$ cat config.mk
export PLATFORM = sky130hd
export DESIGN_NAME = txd_top
export DESIGN_NICKNAME = d
export VERILOG_FILES = /design/src/txd_pkg.sv /design/src/txd_regs.sv /design/src/txd_fetch_ctrl.sv /design/src/txd_local_queue.sv /design/src/txd_irq_timer.sv /design/src/txd_top.sv
export SDC_FILE = /design/constraint.sdc
export NUM_CORES = 1
export LEC_CHECK = 0
export ABC_AREA = 1
export BUFFER_PORTS_ARGS = -buffer_cell sky130_fd_sc_hd__buf_2
export CAP_MARGIN = 20
export CORE_MARGIN = 2
export CORE_UTILIZATION = 34
export DETAILED_ROUTE_END_ITERATION = 7
export SKIP_LAST_GASP = 1
export SYNTH_ARGS = -nofsm -noshare
export SYNTH_HDL_FRONTEND = slang
export SYNTH_SLANG_ARGS = --single-unit
$ cat constraint.sdc
create_clock -name aclk -period 11.1 [get_ports aclk]
set_clock_uncertainty 0.2 [all_clocks]
set_input_delay 2.775 -clock aclk [delete_from_list [all_inputs] [get_ports aclk]]
set_output_delay 2.775 -clock aclk [all_outputs]
set_load 0.005 [all_outputs]
$ cat src/txd_pkg.sv
package txd_pkg;

	// APB register word offsets
	typedef enum logic [3:0] {
		CTRL   = 4'h0,
		TDBAL  = 4'h1,
		TDBAH  = 4'h2,
		TDLEN  = 4'h3,
		TDH    = 4'h4,
		TDT    = 4'h5,
		TIDV   = 4'h6,
		TADV   = 4'h7,
		THRESH = 4'h8,
		ICR    = 4'h9,
		IMS    = 4'hA
	} reg_addr_e;

	// Bit 31 of the first DMA command beat
	typedef enum logic {
		DMA_READ  = 1'b0,
		DMA_WRITE = 1'b1
	} dma_op_e;

	typedef enum logic [2:0] {
		FETCH_IDLE, FETCH_READY, FETCH_SIZE, FETCH_CMD0,
		FETCH_CMD1, FETCH_CMD2, FETCH_ACK, FETCH_UPDATE
	} fetch_state_e;

	typedef enum logic [2:0] {
		DISP_IDLE, DISP_READY, DISP_CMD, DISP_WAIT, DISP_DONE
	} disp_state_e;

	// Interrupt cause bit positions
	localparam int unsigned ICR_TXDW    = 0;
	localparam int unsigned ICR_TXQE    = 1;
	localparam int unsigned ICR_TXD_LOW = 15;

endpackage

$ cat src/txd_regs.sv
`timescale 1ns/1ns

module txd_regs (
	input  logic        aclk,
	input  logic        aresetn,
	input  logic [3:0]  paddr,
	input  logic        psel,
	input  logic        penable,
	input  logic        pwrite,
	input  logic [31:0] pwdata,
	output logic [31:0] prdata,
	output logic        pready,
	output logic        pslverr,
	output logic        enable,
	output logic        dpp,
	output logic [63:0] tdba,
	output logic [15:0] tdlen,
	output logic [15:0] tdt,
	output logic        tdt_set,
	output logic [15:0] tdh_wr,
	output logic        tdh_set,
	output logic [15:0] tidv,
	output logic [15:0] tadv,
	output logic [5:0]  pthresh,
	output logic [5:0]  lwthresh,
	input  logic [15:0] hw_head,
	input  logic        txdw_set,
	input  logic        txqe_set,
	input  logic        txd_low_set,
	output logic        irq
);
	import txd_pkg::*;

	reg_addr_e   addr;
	logic        access;
	logic        mapped;
	logic        wr_en;
	logic        rd_en;
	logic [31:0] rdata;
	logic [31:0] cause;
	logic [31:0] icr;
	logic [31:0] ims;

	assign addr    = reg_addr_e'(paddr);
	assign access  = psel && penable;
	assign wr_en   = access && pwrite && mapped;
	assign rd_en   = access && !pwrite && mapped;
	assign prdata  = rdata;
	// Zero wait states
	assign pready  = 1'b1;
	assign pslverr = access && !mapped;
	assign irq     = |(icr & ims);

	// Read mux and address decode
	always_comb begin
		mapped = 1'b1;
		rdata  = '0;
		case (addr)
			CTRL:    rdata = {30'b0, dpp, enable};
			TDBAL:   rdata = tdba[31:0];
			TDBAH:   rdata = tdba[63:32];
			TDLEN:   rdata = {16'b0, tdlen};
			TDH:     rdata = {16'b0, hw_head};
			TDT:     rdata = {16'b0, tdt};
			TIDV:    rdata = {16'b0, tidv};
			TADV:    rdata = {16'b0, tadv};
			THRESH:  rdata = {18'b0, lwthresh, 2'b0, pthresh};
			ICR:     rdata = icr;
			IMS:     rdata = ims;
			default: mapped = 1'b0;
		endcase
	end

	always_ff @(posedge aclk or negedge aresetn) begin
		if (!aresetn) begin
			enable   <= 1'b0;
			dpp      <= 1'b0;
			tdba     <= '0;
			tdlen    <= '0;
			tdt      <= '0;
			tdt_set  <= 1'b0;
			tdh_set  <= 1'b0;
			tidv     <= '0;
			tadv     <= '0;
			pthresh  <= '0;
			lwthresh <= '0;
			ims      <= '0;
		end else begin
			tdt_set <= 1'b0;
			tdh_set <= 1'b0;
			if (wr_en) begin
				case (addr)
					CTRL: begin
						enable <= pwdata[0];
						dpp    <= pwdata[1];
					end
					TDBAL:  tdba[31:0] <= pwdata;
					TDBAH:  tdba[63:32] <= pwdata;
					TDLEN:  tdlen <= pwdata[15:0];
					TDH:    tdh_set <= 1'b1;
					TDT: begin
						tdt     <= pwdata[15:0];
						tdt_set <= 1'b1;
					end
					TIDV:   tidv <= pwdata[15:0];
					TADV:   tadv <= pwdata[15:0];
					THRESH: begin
						pthresh  <= pwdata[5:0];
						lwthresh <= pwdata[13:8];
					end
					IMS:    ims <= pwdata;
					default: ;
				endcase
			end
		end
	end

	// Head value for the fetch controller, qualified by tdh_set
	always_ff @(posedge aclk) begin
		if (wr_en && addr == TDH)
			tdh_wr <= pwdata[15:0];
	end

	always_comb begin
		cause = '0;
		cause[ICR_TXDW]    = txdw_set;
		cause[ICR_TXQE]    = txqe_set;
		cause[ICR_TXD_LOW] = txd_low_set;
	end

	// New causes win over a clearing read in the same cycle
	always_ff @(posedge aclk or negedge aresetn) begin
		if (!aresetn)
			icr <= '0;
		else if (rd_en && addr == ICR)
			icr <= cause;
		else if (wr_en && addr == ICR)
			icr <= (icr & ~pwdata) | cause;
		else
			icr <= icr | cause;
	end

endmodule

$ cat src/txd_fetch_ctrl.sv
`timescale 1ns/1ns

module txd_fetch_ctrl #(
	parameter int LOCAL_DEPTH = 16,
	parameter int MAX_BURST = 8
) (
	input  logic                         aclk,
	input  logic                         aresetn,
	input  logic                         enable,
	input  logic                         dpp,
	input  logic [63:0]                  tdba,
	input  logic [15:0]                  tdlen,
	input  logic [15:0]                  tdt,
	input  logic                         tdt_set,
	input  logic [15:0]                  tdh_wr,
	input  logic                         tdh_set,
	input  logic [5:0]                   pthresh,
	input  logic [5:0]                   lwthresh,
	output logic [15:0]                  hw_head,
	output logic [31:0]                  dma_cmd_data,
	output logic                         dma_cmd_valid,
	output logic                         dma_cmd_last,
	input  logic                         dma_cmd_ready,
	input  logic                         dma_rsp_valid,
	input  logic                         dma_rsp_last,
	output logic                         dma_rsp_ready,
	input  logic [$clog2(LOCAL_DEPTH):0] in_count,
	input  logic [$clog2(LOCAL_DEPTH):0] free_slots,
	input  logic                         done_valid,
	input  logic                         done_rs,
	input  logic                         done_ide,
	output logic                         enq_pulse,
	output logic [$clog2(LOCAL_DEPTH):0] enq_count,
	output logic                         deq_pulse,
	output logic                         wb_report,
	output logic                         wb_ide,
	output logic                         txqe_set,
	output logic                         txd_low_set
);
	import txd_pkg::*;

	localparam int AW = $clog2(LOCAL_DEPTH);
	localparam int CW = AW + 1;

	fetch_state_e  state;
	fetch_state_e  state_next;
	logic [15:0]   host_tail;
	logic [15:0]   fetch_ptr;
	logic [15:0]   fetch_end;
	logic [AW-1:0] loc_in_tail;
	logic [AW-1:0] loc_out_head;
	logic [CW-1:0] fetch_num;
	logic          retire;
	logic          retire_rs;
	logic          retire_ide;
	logic          fetch_req;
	logic [15:0]   unfetched;
	logic [15:0]   to_wrap;
	logic [15:0]   head_next;
	logic [15:0]   count_after;
	logic [15:0]   size_cand;
	dma_op_e       op;
	logic [11:0]   cmd_bytes;
	logic [15:0]   local_addr;
	logic [63:0]   host_addr;

	// Descriptors from b up to a on a ring of len entries
	function automatic logic [15:0] ring_dist(input logic [15:0] a, input logic [15:0] b,
			input logic [15:0] len);
		ring_dist = (a >= b) ? a - b : a + len - b;
	endfunction

	assign unfetched   = ring_dist(host_tail, fetch_ptr, tdlen);
	assign to_wrap     = tdlen - fetch_ptr;
	assign head_next   = (hw_head + 16'd1 == tdlen) ? 16'd0 : hw_head + 16'd1;
	assign count_after = ring_dist(host_tail, head_next, tdlen);
	assign fetch_end   = fetch_ptr + 16'(fetch_num);
	assign fetch_req   = enable && unfetched != 16'd0 && free_slots != '0 &&
		(16'(in_count) < 16'(pthresh) || (dpp && in_count == '0));

	// Fetch size is the smallest of the four limits
	always_comb begin
		size_cand = unfetched;
		if (16'(free_slots) < size_cand)
			size_cand = 16'(free_slots);
		if (16'(MAX_BURST) < size_cand)
			size_cand = 16'(MAX_BURST);
		if (to_wrap < size_cand)
			size_cand = to_wrap;
		if (dpp)
			size_cand = 16'd1;
	end

	// Write-backs are checked first
	always_comb begin
		state_next = state;
		case (state)
			FETCH_IDLE:
				if (enable)
					state_next = FETCH_READY;
			FETCH_READY: begin
				if (!enable)
					state_next = FETCH_IDLE;
				else if (done_valid)
					state_next = done_rs ? FETCH_CMD0 : FETCH_UPDATE;
				else if (fetch_req)
					state_next = FETCH_SIZE;
			end
			FETCH_SIZE: state_next = FETCH_CMD0;
			FETCH_CMD0:
				if (dma_cmd_ready)
					state_next = FETCH_CMD1;
			FETCH_CMD1:
				if (dma_cmd_ready)
					state_next = FETCH_CMD2;
			FETCH_CMD2:
				if (dma_cmd_ready)
					state_next = FETCH_ACK;
			FETCH_ACK:
				if (dma_rsp_valid && dma_rsp_last)
					state_next = FETCH_UPDATE;
			default: state_next = FETCH_READY;
		endcase
	end

	always_ff @(posedge aclk or negedge aresetn) begin
		if (!aresetn) begin
			state       <= FETCH_IDLE;
			retire      <= 1'b0;
			retire_rs   <= 1'b0;
			retire_ide  <= 1'b0;
			fetch_num   <= '0;
			txqe_set    <= 1'b0;
			txd_low_set <= 1'b0;
		end else begin
			state <= state_next;
			if (state == FETCH_READY) begin
				retire     <= done_valid;
				retire_rs  <= done_rs;
				retire_ide <= done_ide;
			end
			if (state == FETCH_SIZE)
				fetch_num <= CW'(size_cand);
			// Judged on the host count after the head moves
			txqe_set    <= deq_pulse && count_after == 16'd0;
			txd_low_set <= deq_pulse && count_after < {10'b0, lwthresh};
		end
	end

	// Host ring and local slot pointers
	always_ff @(posedge aclk or negedge aresetn) begin
		if (!aresetn) begin
			hw_head      <= '0;
			fetch_ptr    <= '0;
			host_tail    <= '0;
			loc_in_tail  <= '0;
			loc_out_head <= '0;
		end else begin
			if (tdt_set)
				host_tail <= tdt;
			if (tdh_set) begin
				hw_head   <= tdh_wr;
				fetch_ptr <= tdh_wr;
			end else if (deq_pulse) begin
				hw_head      <= head_next;
				loc_out_head <= loc_out_head + 1'b1;
			end else if (enq_pulse) begin
				fetch_ptr   <= (fetch_end == tdlen) ? 16'd0 : fetch_end;
				loc_in_tail <= loc_in_tail + AW'(fetch_num);
			end
		end
	end

	assign enq_pulse     = state == FETCH_UPDATE && !retire;
	assign enq_count     = fetch_num;
	assign deq_pulse     = state == FETCH_UPDATE && retire;
	assign wb_report     = deq_pulse && retire_rs;
	assign wb_ide        = retire_ide;
	assign dma_cmd_valid = state inside {FETCH_CMD0, FETCH_CMD1, FETCH_CMD2};
	assign dma_cmd_last  = state == FETCH_CMD2;
	assign dma_rsp_ready = state == FETCH_ACK;

	// Write-back touches only the status byte at offset 12
	always_comb begin
		if (retire) begin
			op         = DMA_WRITE;
			cmd_bytes  = 12'd1;
			local_addr = 16'({loc_out_head, 4'hC});
			host_addr  = tdba + {44'b0, hw_head, 4'hC};
		end else begin
			op         = DMA_READ;
			cmd_bytes  = 12'({fetch_num, 4'h0});
			local_addr = 16'({loc_in_tail, 4'h0});
			host_addr  = tdba + {44'b0, fetch_ptr, 4'h0};
		end
		case (state)
			FETCH_CMD0: dma_cmd_data = {op, 3'b000, cmd_bytes, local_addr};
			FETCH_CMD1: dma_cmd_data = host_addr[31:0];
			default:    dma_cmd_data = host_addr[63:32];
		endcase
	end

endmodule

$ cat src/txd_local_queue.sv
`timescale 1ns/1ns

module txd_local_queue #(
	parameter int LOCAL_DEPTH = 16
) (
	input  logic                         aclk,
	input  logic                         aresetn,
	input  logic                         enable,
	input  logic                         enq_pulse,
	input  logic [$clog2(LOCAL_DEPTH):0] enq_count,
	input  logic                         deq_pulse,
	output logic [$clog2(LOCAL_DEPTH):0] in_count,
	output logic [$clog2(LOCAL_DEPTH):0] free_slots,
	output logic                         done_valid,
	output logic                         done_rs,
	output logic                         done_ide,
	output logic [31:0]                  eng_cmd_data,
	output logic                         eng_cmd_valid,
	input  logic                         eng_cmd_ready,
	input  logic [31:0]                  eng_rsp_data,
	input  logic                         eng_rsp_valid,
	output logic                         eng_rsp_ready
);
	import txd_pkg::*;

	localparam int AW = $clog2(LOCAL_DEPTH);
	localparam int CW = AW + 1;

	disp_state_e   state;
	disp_state_e   state_next;
	logic [AW-1:0] in_head;
	logic [AW-1:0] out_tail;
	logic [AW-1:0] out_head;
	logic [CW-1:0] out_count;
	logic [CW-1:0] used;
	logic [CW-1:0] enq_add;
	logic          disp_deq;
	logic          rsp_take;
	// IDE in bit 1 and RS in bit 0
	logic [1:0]    flag_mem [LOCAL_DEPTH];

	assign enq_add  = enq_pulse ? enq_count : '0;
	assign disp_deq = state == DISP_CMD && eng_cmd_ready;
	assign rsp_take = state == DISP_WAIT && eng_rsp_valid;

	// One descriptor at a time toward the engine
	always_comb begin
		state_next = state;
		case (state)
			DISP_IDLE:
				if (enable)
					state_next = DISP_READY;
			DISP_READY: begin
				if (!enable)
					state_next = DISP_IDLE;
				else if (in_count != '0)
					state_next = DISP_CMD;
			end
			DISP_CMD:
				if (eng_cmd_ready)
					state_next = DISP_WAIT;
			DISP_WAIT:
				if (eng_rsp_valid)
					state_next = DISP_DONE;
			default: state_next = DISP_READY;
		endcase
	end

	always_ff @(posedge aclk or negedge aresetn) begin
		if (!aresetn) begin
			state     <= DISP_IDLE;
			in_head   <= '0;
			out_tail  <= '0;
			out_head  <= '0;
			in_count  <= '0;
			out_count <= '0;
			used      <= '0;
		end else begin
			state    <= state_next;
			in_count <= in_count + enq_add - CW'(disp_deq);
			// Slots stay occupied until the fetch controller retires them
			used     <= used + enq_add - CW'(deq_pulse);
			out_count <= out_count + CW'(state == DISP_DONE) - CW'(deq_pulse);
			if (disp_deq)
				in_head <= in_head + 1'b1;
			if (state == DISP_DONE)
				out_tail <= out_tail + 1'b1;
			if (deq_pulse)
				out_head <= out_head + 1'b1;
		end
	end

	always_ff @(posedge aclk) begin
		if (rsp_take)
			flag_mem[out_tail] <= eng_rsp_data[17:16];
	end

	assign free_slots    = CW'(LOCAL_DEPTH) - used;
	assign done_valid    = out_count != '0;
	assign done_rs       = flag_mem[out_head][0];
	assign done_ide      = flag_mem[out_head][1];
	assign eng_cmd_data  = {16'b0, 16'({in_head, 4'h0})};
	assign eng_cmd_valid = state == DISP_CMD;
	assign eng_rsp_ready = state == DISP_WAIT;

endmodule

$ cat src/txd_irq_timer.sv
`timescale 1ns/1ns

module txd_irq_timer #(
	parameter int TICK_CYCLES = 4
) (
	input  logic        aclk,
	input  logic        aresetn,
	input  logic [15:0] tidv,
	input  logic [15:0] tadv,
	input  logic        wb_report,
	input  logic        wb_ide,
	output logic        txdw_set
);

	localparam int TW = (TICK_CYCLES > 1) ? $clog2(TICK_CYCLES) : 1;

	logic [TW-1:0] presc;
	logic          tick;
	logic [15:0]   delay_timer;
	logic [15:0]   abs_timer;
	logic          wb_delayed;
	logic          fire;

	assign tick       = presc == TW'(TICK_CYCLES - 1);
	assign wb_delayed = wb_report && wb_ide;
	// Zero delay behaves like an immediate write-back
	assign fire = (wb_report && (!wb_ide || tidv == 16'd0)) ||
		(tick && delay_timer == 16'd1) || (tick && abs_timer == 16'd1);

	always_ff @(posedge aclk or negedge aresetn) begin
		if (!aresetn)
			presc <= '0;
		else if (tick)
			presc <= '0;
		else
			presc <= presc + 1'b1;
	end

	// Delay timer restarts on every delayed write-back
	always_ff @(posedge aclk or negedge aresetn) begin
		if (!aresetn)
			delay_timer <= '0;
		else if (wb_delayed)
			delay_timer <= tidv;
		else if (fire)
			delay_timer <= '0;
		else if (tick && delay_timer != 16'd0)
			delay_timer <= delay_timer - 16'd1;
	end

	// Absolute timer starts only on the first write-back since the last interrupt
	always_ff @(posedge aclk or negedge aresetn) begin
		if (!aresetn)
			abs_timer <= '0;
		else if (wb_delayed && abs_timer == 16'd0)
			abs_timer <= tadv;
		else if (fire)
			abs_timer <= '0;
		else if (tick && abs_timer != 16'd0)
			abs_timer <= abs_timer - 16'd1;
	end

	always_ff @(posedge aclk or negedge aresetn) begin
		if (!aresetn)
			txdw_set <= 1'b0;
		else
			txdw_set <= fire;
	end

endmodule

$ cat src/txd_top.sv
`timescale 1ns/1ns

module txd_top #(
	parameter int LOCAL_DEPTH = 16,
	parameter int MAX_BURST = 8,
	parameter int TICK_CYCLES = 4
) (
	input  logic        aclk,
	input  logic        aresetn,
	input  logic [3:0]  paddr,
	input  logic        psel,
	input  logic        penable,
	input  logic        pwrite,
	input  logic [31:0] pwdata,
	output logic [31:0] prdata,
	output logic        pready,
	output logic        pslverr,
	output logic        irq,
	output logic [31:0] dma_cmd_data,
	output logic        dma_cmd_valid,
	output logic        dma_cmd_last,
	input  logic        dma_cmd_ready,
	input  logic        dma_rsp_valid,
	input  logic        dma_rsp_last,
	output logic        dma_rsp_ready,
	output logic [31:0] eng_cmd_data,
	output logic        eng_cmd_valid,
	input  logic        eng_cmd_ready,
	input  logic [31:0] eng_rsp_data,
	input  logic        eng_rsp_valid,
	output logic        eng_rsp_ready
);

	localparam int CW = $clog2(LOCAL_DEPTH) + 1;

	// Configuration from the register block
	logic          enable;
	logic          dpp;
	logic [63:0]   tdba;
	logic [15:0]   tdlen;
	logic [15:0]   tdt;
	logic          tdt_set;
	logic [15:0]   tdh_wr;
	logic          tdh_set;
	logic [15:0]   tidv;
	logic [15:0]   tadv;
	logic [5:0]    pthresh;
	logic [5:0]    lwthresh;
	logic [15:0]   hw_head;

	// Interrupt causes
	logic          txdw_set;
	logic          txqe_set;
	logic          txd_low_set;

	// Local queue handshake
	logic [CW-1:0] in_count;
	logic [CW-1:0] free_slots;
	logic          done_valid;
	logic          done_rs;
	logic          done_ide;
	logic          enq_pulse;
	logic [CW-1:0] enq_count;
	logic          deq_pulse;
	logic          wb_report;
	logic          wb_ide;

	txd_regs u_regs (
		.aclk        (aclk),
		.aresetn     (aresetn),
		.paddr       (paddr),
		.psel        (psel),
		.penable     (penable),
		.pwrite      (pwrite),
		.pwdata      (pwdata),
		.prdata      (prdata),
		.pready      (pready),
		.pslverr     (pslverr),
		.enable      (enable),
		.dpp         (dpp),
		.tdba        (tdba),
		.tdlen       (tdlen),
		.tdt         (tdt),
		.tdt_set     (tdt_set),
		.tdh_wr      (tdh_wr),
		.tdh_set     (tdh_set),
		.tidv        (tidv),
		.tadv        (tadv),
		.pthresh     (pthresh),
		.lwthresh    (lwthresh),
		.hw_head     (hw_head),
		.txdw_set    (txdw_set),
		.txqe_set    (txqe_set),
		.txd_low_set (txd_low_set),
		.irq         (irq)
	);

	txd_fetch_ctrl #(
		.LOCAL_DEPTH (LOCAL_DEPTH),
		.MAX_BURST   (MAX_BURST)
	) u_fetch_ctrl (
		.aclk          (aclk),
		.aresetn       (aresetn),
		.enable        (enable),
		.dpp           (dpp),
		.tdba          (tdba),
		.tdlen         (tdlen),
		.tdt           (tdt),
		.tdt_set       (tdt_set),
		.tdh_wr        (tdh_wr),
		.tdh_set       (tdh_set),
		.pthresh       (pthresh),
		.lwthresh      (lwthresh),
		.hw_head       (hw_head),
		.dma_cmd_data  (dma_cmd_data),
		.dma_cmd_valid (dma_cmd_valid),
		.dma_cmd_last  (dma_cmd_last),
		.dma_cmd_ready (dma_cmd_ready),
		.dma_rsp_valid (dma_rsp_valid),
		.dma_rsp_last  (dma_rsp_last),
		.dma_rsp_ready (dma_rsp_ready),
		.in_count      (in_count),
		.free_slots    (free_slots),
		.done_valid    (done_valid),
		.done_rs       (done_rs),
		.done_ide      (done_ide),
		.enq_pulse     (enq_pulse),
		.enq_count     (enq_count),
		.deq_pulse     (deq_pulse),
		.wb_report     (wb_report),
		.wb_ide        (wb_ide),
		.txqe_set      (txqe_set),
		.txd_low_set   (txd_low_set)
	);

	txd_local_queue #(
		.LOCAL_DEPTH (LOCAL_DEPTH)
	) u_local_queue (
		.aclk          (aclk),
		.aresetn       (aresetn),
		.enable        (enable),
		.enq_pulse     (enq_pulse),
		.enq_count     (enq_count),
		.deq_pulse     (deq_pulse),
		.in_count      (in_count),
		.free_slots    (free_slots),
		.done_valid    (done_valid),
		.done_rs       (done_rs),
		.done_ide      (done_ide),
		.eng_cmd_data  (eng_cmd_data),
		.eng_cmd_valid (eng_cmd_valid),
		.eng_cmd_ready (eng_cmd_ready),
		.eng_rsp_data  (eng_rsp_data),
		.eng_rsp_valid (eng_rsp_valid),
		.eng_rsp_ready (eng_rsp_ready)
	);

	txd_irq_timer #(
		.TICK_CYCLES (TICK_CYCLES)
	) u_irq_timer (
		.aclk      (aclk),
		.aresetn   (aresetn),
		.tidv      (tidv),
		.tadv      (tadv),
		.wb_report (wb_report),
		.wb_ide    (wb_ide),
		.txdw_set  (txdw_set)
	);

endmodule

# Word level (Yosys, flattened, before mapping)
# Memory sizes are Yosys's and may differ from the RTL's.
# Index checks and enable logic that the tools add are counted.
# totals
word_cells,236
out_inout_bits,104
n_memories,1
regBits,358
ram_bits,32
# mem_list
name,words,width,read_ports,rd_ports_with_merged_regs,write_ports,line_no,rtl
u_local_queue.flag_mem,16,2,1,0,1,txd_local_queue.sv:40,logic [1:0] flag_mem [LOCAL_DEPTH];
# classes
n_eq_ne,37
n_mux,51
n_addsub,25
order_cmp,7
n_bitwise,7
n_reduce_logical,70
# op_table
cell,count
$pmux W32 S11,1
$mux W16,17
$add A64 B20 Y64,2
$sub A16 B16 Y16,5
$and A32 B32 Y32,2
$mux W32,2
$mux W64,1
$or A32 B16 Y32,2
$pmux W32 S2,1
$logic_not A16 Y1,3
$reduce_bool A16 Y1,3
$mux W3,13
$eq A16 B1 Y1 const B,2
$eq A16 B16 Y1,2
$ge A16 B16 Y1,2
$not A32 Y32,1
$reduce_or A32 Y1,1
$sub A16 B1 Y16 const B,2
$logic_and A1 B1 Y1,28
$reduce_and A2 Y1,11
$pmux W3 S7,1
$add A16 B1 Y16 const B,1
$add A16 B16 Y16,1
$add A16 B5 Y16,1
other kinds (43),92

# Logic depth before layout (Yosys ltp)
# Gate-level depths: netlist of the first run.
# depth
depth_word,11
mapped_depth,46

# Modules after synthesis
# A second synthesis of the first run with hierarchy kept.
# unflattened
hier_cells,4348
area_unflattened_um2,30355.4
# by_module_without_submodules
module,cells_per_inst,area_each_um2,seq_area_each_um2,n_inst
txd_fetch_ctrl,2070,13046.3,1726.7,1
txd_regs,1403,10681.5,5685.5,1
txd_local_queue,392,3614.7,1711.6,1
txd_irq_timer,483,3012.9,875.8,1

# Least setup slack after synthesis of the first run
# No wires, ideal clock.
# synth_path
path_kind,input -> output
start,in paddr[2]
end,out prdata[14]
path_stages,8
required_ps,8125
t_arrival_ps,4065
path_buffers,1
path_slack_ps,4060
cell_sequence,nor2_1 > inv_1 > nor2_1 > clkinv_1 > clkbuf_1 > o21ai_0 > a21oi_1 > nand3_1
# synth_via
elab_chain_cells,2
elab_cells_between_ends,12
# synth_lines
element,line_no,rtl
from (decl),txd_top.sv:10,"input logic [3:0] paddr,"
"$eq A4 B4 Y1, or another cell as far along",txd_regs.sv:58,case (addr)
$pmux W32 S11 *,txd_regs.sv:58,
to (decl),txd_top.sv:15,"output logic [31:0] prdata,"
# Every way passes the cells marked *; elsewhere a longest branch is shown, timed or not.

# Worst setup path after layout of the first run
# layout_path
start,in paddr[2]
end,out prdata[11]
# Same word-level chain as after synthesis.

==> results of run 1 <==
## state kept, by name (all words and copies together), names as in the netlist, 6 cells and up
signal / count
u_fetch_ctrl.fetch_ptr: 16
u_fetch_ctrl.host_tail: 16
u_fetch_ctrl.hw_head: 16
u_irq_timer.abs_timer: 16
u_irq_timer.delay_timer: 16
u_local_queue.flag_mem: 32
u_regs.icr: 32
u_regs.ims: 32
u_regs.lwthresh: 6
u_regs.pthresh: 6
u_regs.tadv: 16
u_regs.tdba: 64
u_regs.tdh_wr: 16
u_regs.tdlen: 16
u_regs.tdt: 16
u_regs.tidv: 16
## power groups by stage
stage               registers (mW)  clock network, mW  logic (mW)
floorplan                     1.98                  0        3.10
global placement              2.18                  0        4.18
detailed placement            2.18                  0        4.24
CTS                           2.16               1.55        4.27
global route                  2.20               1.60        4.85
finish                        2.18               1.52        4.31
## worst paths after layout
check	start	endpoint	slack, ns
worst max-delay path	paddr[2]	prdata[11]	2.35
worst min-delay path	u_irq_timer.presc[0]	u_irq_timer.presc[0]	0.23
worst max register to register	u_regs.tdlen[1]	u_fetch_ctrl.enq_count[3]	4.39
worst min register to register	u_irq_timer.presc[0]	u_irq_timer.presc[0]	0.23
max in group asynchronous	aresetn	u_local_queue.out_count[4]	6.67
min in group asynchronous	aresetn	u_irq_timer.abs_timer[12]	1.97
## worst max-delay path: cells and delay by family
family,cells,cell delay [ns]
buf+inv,4,1.38
simple gates,2,0.80
compound gates,3,0.82
## cell usage after synthesis (16+ instances only)
cell and instances:
inv_1 530, a21oi_1 212, nor4_1 20, buf_4 29
nor2_1 301, ha_1 198, o21ai_0 347, nand2_1 781
mux2_2 24, o21a_1 22, dfrtp_1 342, nor3_1 64
edfxtp_1 48, nand3_1 165, a221o_1 16, xnor2_1 39
o22ai_1 86, a221oi_1 30, a31oi_1 21, nand4_1 50
xor2_1 120, o21bai_1 19, o221ai_1 24, clkbuf_1 84
## placed cells by master, fill, tap and decap left out, types with 25 or more instances in the layout
cell         n
edfxtp_1    48
buf_4       25
inv_1      530
buf_2      121
conb_1      41
xnor2_1     39
nand2_1    781
ha_1       198
nand4_1     50
nor2_1     295
nand3_1    165
xor2_1     120
dfrtp_1    342
a21oi_1    212
nor3_1      62
o21ai_0    347
clkbuf_16   43
o22ai_1     86
a221oi_1    30
## cells by family after synthesis
logic type,share of synthesized area
other,0.000267
and+or+nand+nor,0.216
buffers and inverters,0.0925
adders and majority gates,0.0966
xor gates and xnor gates,0.0507
DFF,0.356
muxes,0.00961
AOI/OAI and AO/OA,0.178
## stage by stage
step           cells  power [mW]  hold WS, ns  setup WS (ns)  instance area [um^2]
6_report        4954        8.00        0.226           2.35                 31500
5_1_grt         4953        8.65        0.259           2.26                 31500
4_1_cts         4948        7.97        0.234           2.53                 31400
3_5_place_dp    4874        6.42        0.224           2.54                 29900
3_3_place_gp    4874        6.36        0.216           2.58                 29900
2_1_floorplan   3778        5.08        0.203           4.06                 28300
## cell type report
class / instances / area (um^2)
clock inverters: 18 / 259
diodes: 1 / 2.50
fillers: 8610 / 50500
well taps: 1070 / 1340
flip-flops and latches: 390 / 10000
inverters: 541 / 2030
multi-input cells: 2726 / 15700
clock buffers: 56 / 1200
repair buffers: 152 / 915
## metal layers
metal / up-vias / GRT usage / wire, um
met5: - / 0 / 25
met4: 4 / 0.126 / 6320
met3: 293 / 0.0314 / 7850
met2: 1156 / 0.382 / 46500
met1: 12781 / 0.327 / 44600
li1: 12747 / - / -
==> flow_results.xml, run 1 <==
<?xml version="1.0" encoding="UTF-8"?>
<metrics>
  <group name="drt">
    <metric name="post-route-drc-count" unit="">0</metric>
    <metric name="post_route_antenna_net_violation_count" unit="">0</metric>
    <metric name="vias_per_cell" unit="">5.45</metric>
    <metric name="drt_pre_antenna_iters" unit="">5</metric>
    <metric name="first_iter_violations" unit="">2581</metric>
    <metric name="routed-via-count" unit="">26981</metric>
    <metric name="wirelength" unit="mm">105</metric>
    <metric name="wl_per_cell" unit="um">21.3</metric>
  </group>
  <group name="timing">
    <metric name="rsz0062_at_grt" unit="">false</metric>
    <metric name="max_slew.worst_pin.slew" unit="ns">1.11</metric>
    <metric name="timing.setup.tns" unit="ns">0</metric>
    <metric name="highest_clock_frequency_the_design_can_meet" unit="MHz">114</metric>
    <metric name="period_minus_slack" unit="ns">8.75</metric>
    <metric name="hold_fails_final_rpt" unit="">0</metric>
    <metric name="setup_viol" unit="">0</metric>
    <metric name="min_period_over_period" unit="">0.788</metric>
    <metric name="slew_violations" unit="">0</metric>
    <metric name="relSlewSlack" unit="">0.238</metric>
  </group>
  <group name="floorplan">
    <metric name="floorplan.die.height" unit="um">292</metric>
    <metric name="io_pins" unit="">182</metric>
    <metric name="placementRows" unit="">105</metric>
    <metric name="core-area" unit="um^2">82000</metric>
    <metric name="initial_utilization" unit="">0.343</metric>
    <metric name="fp.dieArea" unit="um^2">85000</metric>
    <metric name="die_x" unit="um">292</metric>
  </group>
  <group name="clock_network">
    <metric name="root_buffer" unit="">clkbuf_16</metric>
    <metric name="ctsHtreeMaxLevel" unit="">2</metric>
    <metric name="post_cts_sizing_count" unit="">0</metric>
    <metric name="cts_hold_repair.buffers" unit="">0</metric>
    <metric name="clk_pin_slew" unit="ns">0.06</metric>
    <metric name="cts_buffers" unit="">42</metric>
    <metric name="cts_num_sinks" unit="">390</metric>
    <metric name="max-clock-path-buffers" unit="">3</metric>
    <metric name="buffer_count_from_post_cts_setup_fixing" unit="">0</metric>
    <metric name="worst_skew_pair.late_latency" unit="ns">0.59</metric>
    <metric name="tritoncts" unit="">done</metric>
  </group>
  <group name="finish">
    <metric name="post_route_cells_drive_above_1_share" unit="">0.0785</metric>
    <metric name="layout.nets" unit="">4141</metric>
    <metric name="layout-area-overhead-vs-synth" unit="%">11.9</metric>
    <metric name="final_cell_utilization_of_the_core" unit="">0.384</metric>
  </group>
  <group name="global_route">
    <metric name="antenna_violations_before_repair" unit="">2</metric>
    <metric name="grt_pass1_vias" unit="">25015</metric>
    <metric name="grt_first_pass_wirelength" unit="mm">157</metric>
    <metric name="grt_remaining_overflow" unit="">0</metric>
    <metric name="grt_start_max_net_pins" unit="">157</metric>
    <metric name="track_usage" unit="">0.243</metric>
  </group>
  <group name="power">
    <metric name="swShare" unit="">0.479</metric>
    <metric name="p_comb_frac" unit="">0.538</metric>
    <metric name="power.internal" unit="mW">4.17</metric>
    <metric name="clockPowerShare" unit="">0.190</metric>
    <metric name="p_leak" unit="nW">15.2</metric>
    <metric name="vdd_drop_max" unit="mV">0.157</metric>
    <metric name="powerDensity" unit="nW/um^2">254</metric>
    <metric name="seqPwrFrac" unit="">0.272</metric>
    <metric name="p_switching" unit="mW">3.83</metric>
  </group>
  <group name="critical_path">
    <metric name="critical_path_arrival" unit="ns">5.77</metric>
    <metric name="crit_path_cell_trace" unit="">buf_2 -&gt; nor2_1 -&gt; inv_1 -&gt; nor2_1 -&gt; clkinv_1 -&gt; o22ai_1 -&gt; a221oi_1 -&gt; o2111ai_1 -&gt; buf_2</metric>
    <metric name="critical_path.endpoint_type" unit="">output port</metric>
    <metric name="max_stage_delay" unit="ns">0.97</metric>
    <metric name="critical_path_slowest_stage_cell" unit="">clkinv_1</metric>
    <metric name="required" unit="ns">8.12</metric>
    <metric name="ff2ff_path_depth" unit="">44</metric>
    <metric name="startpoint_type" unit="">input port</metric>
    <metric name="crit_type" unit="">in -&gt; out</metric>
    <metric name="timing.critical_path.fanout_max" unit="">25</metric>
  </group>
  <group name="outcome">
    <metric name="run_status" unit="">completed</metric>
  </group>
  <group name="synthesis">
    <metric name="synth-seq-cells" unit="">390</metric>
    <metric name="post-synth-top-area-fraction" unit="">0.304</metric>
    <metric name="post_synth_inst_count" unit="">3739</metric>
    <metric name="synthesis.yosys.warnings" unit="">0</metric>
    <metric name="synth-edff-count" unit="">48</metric>
    <metric name="synth.largest_area_cell" unit="">dfrtp_1</metric>
    <metric name="ys_seq_area_frac" unit="">0.356</metric>
    <metric name="post_synth_main_area_contributors" unit="">dfrtp_1 (30%), nand2_1 (10%), ha_1 (8.8%)</metric>
    <metric name="synth-async-reset-ratio" unit="">0.877</metric>
    <metric name="yosysUniqueCellTypes" unit="">70</metric>
    <metric name="synth.avg_cell_area" unit="um^2">7.52</metric>
    <metric name="primary_ff_master_synth" unit="">dfrtp_1</metric>
    <metric name="syn-cell-area" unit="um^2">28100</metric>
  </group>
  <group name="job">
    <metric name="timing.max_cap.violations" unit="">0</metric>
  </group>
  <group name="min_path">
    <metric name="number_of_cells_on_the_worst_hold_path" unit="">1</metric>
    <metric name="hold_path.class" unit="">reg -&gt; reg</metric>
  </group>
  <group name="placed_design">
    <metric name="place.detailed.hpwl" unit="mm">83.4</metric>
    <metric name="place.gp.congestion" unit="">0.998</metric>
    <metric name="port-buffer-count" unit="">122</metric>
  </group>
</metrics>
Note: power is estimated with default switching activity, not from simulation.
==> inputs of run 2 (changes only) <==
==> constraint.sdc (replaced) <==
create_clock -name aclk -period 9.1 [get_ports aclk]
set_clock_uncertainty 0.2 [all_clocks]
set_input_delay 2.275 -clock aclk [delete_from_list [all_inputs] [get_ports aclk]]
set_output_delay 2.275 -clock aclk [all_outputs]
set_load 0.005 [all_outputs]
==> flow_results.xml, run 2 (synthesis results as in run 1) <==
<?xml version="1.0" encoding="UTF-8"?>
<metrics>
  <group name="power">
    <metric name="seqPwrFrac" unit="">0.268</metric>
    <metric name="clockPowerShare" unit="">0.195</metric>
    <metric name="p_switching" unit="mW">4.69</metric>
    <metric name="vdd_drop_max" unit="mV">0.174</metric>
    <metric name="swShare" unit="">0.477</metric>
    <metric name="power.internal" unit="mW">5.15</metric>
    <metric name="powerDensity" unit="nW/um^2">313</metric>
    <metric name="p_leak" unit="nW">15.2</metric>
    <metric name="p_comb_frac" unit="">0.536</metric>
  </group>
  <group name="drt">
    <metric name="post_route_antenna_net_violation_count" unit="">0</metric>
    <metric name="wirelength" unit="mm">105</metric>
    <metric name="routed-via-count" unit="">26983</metric>
    <metric name="vias_per_cell" unit="">5.45</metric>
    <metric name="wl_per_cell" unit="um">21.2</metric>
    <metric name="drt_pre_antenna_iters" unit="">5</metric>
    <metric name="post-route-drc-count" unit="">0</metric>
    <metric name="first_iter_violations" unit="">2613</metric>
  </group>
  <group name="placed_design">
    <metric name="place.detailed.hpwl" unit="mm">83.0</metric>
    <metric name="dp_cells" unit="">4875</metric>
    <metric name="port-buffer-count" unit="">122</metric>
    <metric name="place.gp.congestion" unit="">1.01</metric>
  </group>
  <group name="critical_path">
    <metric name="regToRegSetupSlack" unit="ns">2.52</metric>
    <metric name="crit_path_cell_trace" unit="">buf_2 -&gt; inv_1 -&gt; nor2_1 -&gt; inv_1 -&gt; nor2_1 -&gt; clkinv_1 -&gt; o21ai_0 -&gt; a2111oi_0 -&gt; o221ai_1 -&gt; buf_2</metric>
    <metric name="worstSetupStartpoint" unit="">paddr[2]</metric>
    <metric name="critical_path.endpoint_type" unit="">output port</metric>
    <metric name="crit-reg2reg-capture" unit="">u_fetch_ctrl.enq_count[0]</metric>
    <metric name="timing.critical_path.fanout_max" unit="">9</metric>
    <metric name="required" unit="ns">6.63</metric>
    <metric name="ff2ff_path_depth" unit="">44</metric>
    <metric name="startpoint_type" unit="">input port</metric>
    <metric name="crit_type" unit="">in -&gt; out</metric>
    <metric name="critical_path_slowest_stage_cell" unit="">nor2_1</metric>
    <metric name="r2r_start" unit="">u_regs.tdlen[1]</metric>
    <metric name="critical_path_arrival" unit="ns">4.96</metric>
    <metric name="max_stage_delay" unit="ns">0.65</metric>
  </group>
  <group name="min_path">
    <metric name="hold_path.class" unit="">reg -&gt; reg</metric>
    <metric name="number_of_cells_on_the_worst_hold_path" unit="">1</metric>
    <metric name="hold_path_end" unit="">u_irq_timer.presc[0]</metric>
    <metric name="min_from" unit="">u_irq_timer.presc[0]</metric>
  </group>
  <group name="timing">
    <metric name="relSlewSlack" unit="">0.136</metric>
    <metric name="setup_viol" unit="">0</metric>
    <metric name="period_minus_slack" unit="ns">7.43</metric>
    <metric name="hold_fails_final_rpt" unit="">0</metric>
    <metric name="slew_violations" unit="">0</metric>
    <metric name="rsz0062_at_grt" unit="">false</metric>
    <metric name="min_period_over_period" unit="">0.817</metric>
    <metric name="max_slew.worst_pin.slew" unit="ns">1.26</metric>
    <metric name="highest_clock_frequency_the_design_can_meet" unit="MHz">135</metric>
    <metric name="timing.setup.tns" unit="ns">0</metric>
  </group>
  <group name="clock_network">
    <metric name="tritoncts" unit="">done</metric>
    <metric name="cts_buffers" unit="">42</metric>
    <metric name="buffer_count_from_post_cts_setup_fixing" unit="">0</metric>
    <metric name="ctsHtreeMaxLevel" unit="">2</metric>
    <metric name="cts_num_sinks" unit="">390</metric>
    <metric name="worst_skew_pair.late_latency" unit="ns">0.60</metric>
    <metric name="post_cts_sizing_count" unit="">0</metric>
    <metric name="cts_hold_repair.buffers" unit="">0</metric>
    <metric name="root_buffer" unit="">clkbuf_16</metric>
    <metric name="clk_pin_slew" unit="ns">0.06</metric>
    <metric name="max-clock-path-buffers" unit="">3</metric>
  </group>
  <group name="job">
    <metric name="timing.max_cap.violations" unit="">0</metric>
  </group>
  <group name="finish">
    <metric name="num-fill-cells" unit="">8639</metric>
    <metric name="post_route_cells_drive_above_1_share" unit="">0.0780</metric>
    <metric name="layout_commonest_cell" unit="">nand2_1</metric>
    <metric name="post_layout_cell_count" unit="">4954</metric>
    <metric name="largest_reg_flops" unit="">64</metric>
    <metric name="mostFrequentLayoutCells" unit="">nand2_1 (781), inv_1 (530), o21ai_0 (347)</metric>
    <metric name="layout.nets" unit="">4138</metric>
    <metric name="layout-area-overhead-vs-synth" unit="%">11.9</metric>
    <metric name="top_register" unit="">u_regs.tdba</metric>
  </group>
  <group name="outcome">
    <metric name="run_status" unit="">completed</metric>
  </group>
  <group name="floorplan">
    <metric name="die_x" unit="um">292</metric>
    <metric name="fp.dieArea" unit="um^2">85000</metric>
    <metric name="floorplan.die.height" unit="um">292</metric>
    <metric name="initial_utilization" unit="">0.343</metric>
    <metric name="core-area" unit="um^2">82000</metric>
    <metric name="io_pins" unit="">182</metric>
    <metric name="placementRows" unit="">105</metric>
  </group>
  <group name="global_route">
    <metric name="grt_remaining_overflow" unit="">0</metric>
    <metric name="grt_start_max_net_pins" unit="">127</metric>
    <metric name="grt_pass1_vias" unit="">25143</metric>
    <metric name="track_usage" unit="">0.242</metric>
    <metric name="antenna_violations_before_repair" unit="">2</metric>
    <metric name="grt_first_pass_wirelength" unit="mm">158</metric>
  </group>
</metrics>
==> run 2: cell types whose count changed in the layout (fill, tap and decap cells not counted), sizes merged <==
cell / delta
buf: -3
clkinv: +1
bufinv: +2
clkbuf: +1
clkinvlp: -1
==> run 2: worst max-delay path by stage <==
stage                       endpoint  slack (ns)
floorplan                 prdata[14]        3.06
global placement          prdata[15]        1.77
detailed placement        prdata[15]        1.78
CTS                       prdata[15]        1.76
global route        dma_cmd_data[22]        1.23
finish                    prdata[15]        1.67
==> run 2: power by group through the flow <==
stage	logic [mW]	registers [mW]	clock network [mW]
6_report	5.27	2.64	1.92
3_5_place_dp	5.19	2.65	0
3_3_place_gp	5.13	2.65	0
5_1_grt	5.95	2.67	2.01
4_1_cts	5.22	2.62	1.95
2_1_floorplan	3.78	2.42	0
==> run 2: worst max-delay path, delay by kind of cell <==
family          cells  cell delay, ns
buf+inv             5            0.98
compound gates      3            0.87
simple gates        2            0.82
==> run 2: metrics by stage <==
stage / setup WS, ns / cell area (um^2) / utilization / total power, mW / hold WS, ns
finish: 1.67 / 31500 / 0.384 / 9.84 / 0.232
global route: 1.23 / 31500 / 0.384 / 10.6 / 0.256
CTS: 1.76 / 31400 / 0.384 / 9.79 / 0.234
detailed placement: 1.78 / 29900 / 0.365 / 7.84 / 0.223
global placement: 1.77 / 29900 / 0.365 / 7.78 / 0.216
floorplan: 3.06 / 28300 / - / 6.20 / 0.203
==> run 2: per-layer routing <==
layer,track usage,part of all wire,vias to the layer above
met2,0.387,0.44,1171
li1,-,-,12750
met5,0,0.00012,-
met1,0.329,0.43,12819
met4,0.104,0.050,2
met3,0.0304,0.075,241
==> run 2: cell type report <==
cell class              instances  area (um^2)  share of cell area
clock inverters                20          328              0.0104
well taps                    1070         1340              0.0425
repair buffers                149          861              0.0274
multi-input cells            2726        15700               0.499
flip-flops and latches        390        10000               0.318
clock buffers                  57         1200              0.0381
diodes                          1         2.50           0.0000795
inverters                     541         2030              0.0645
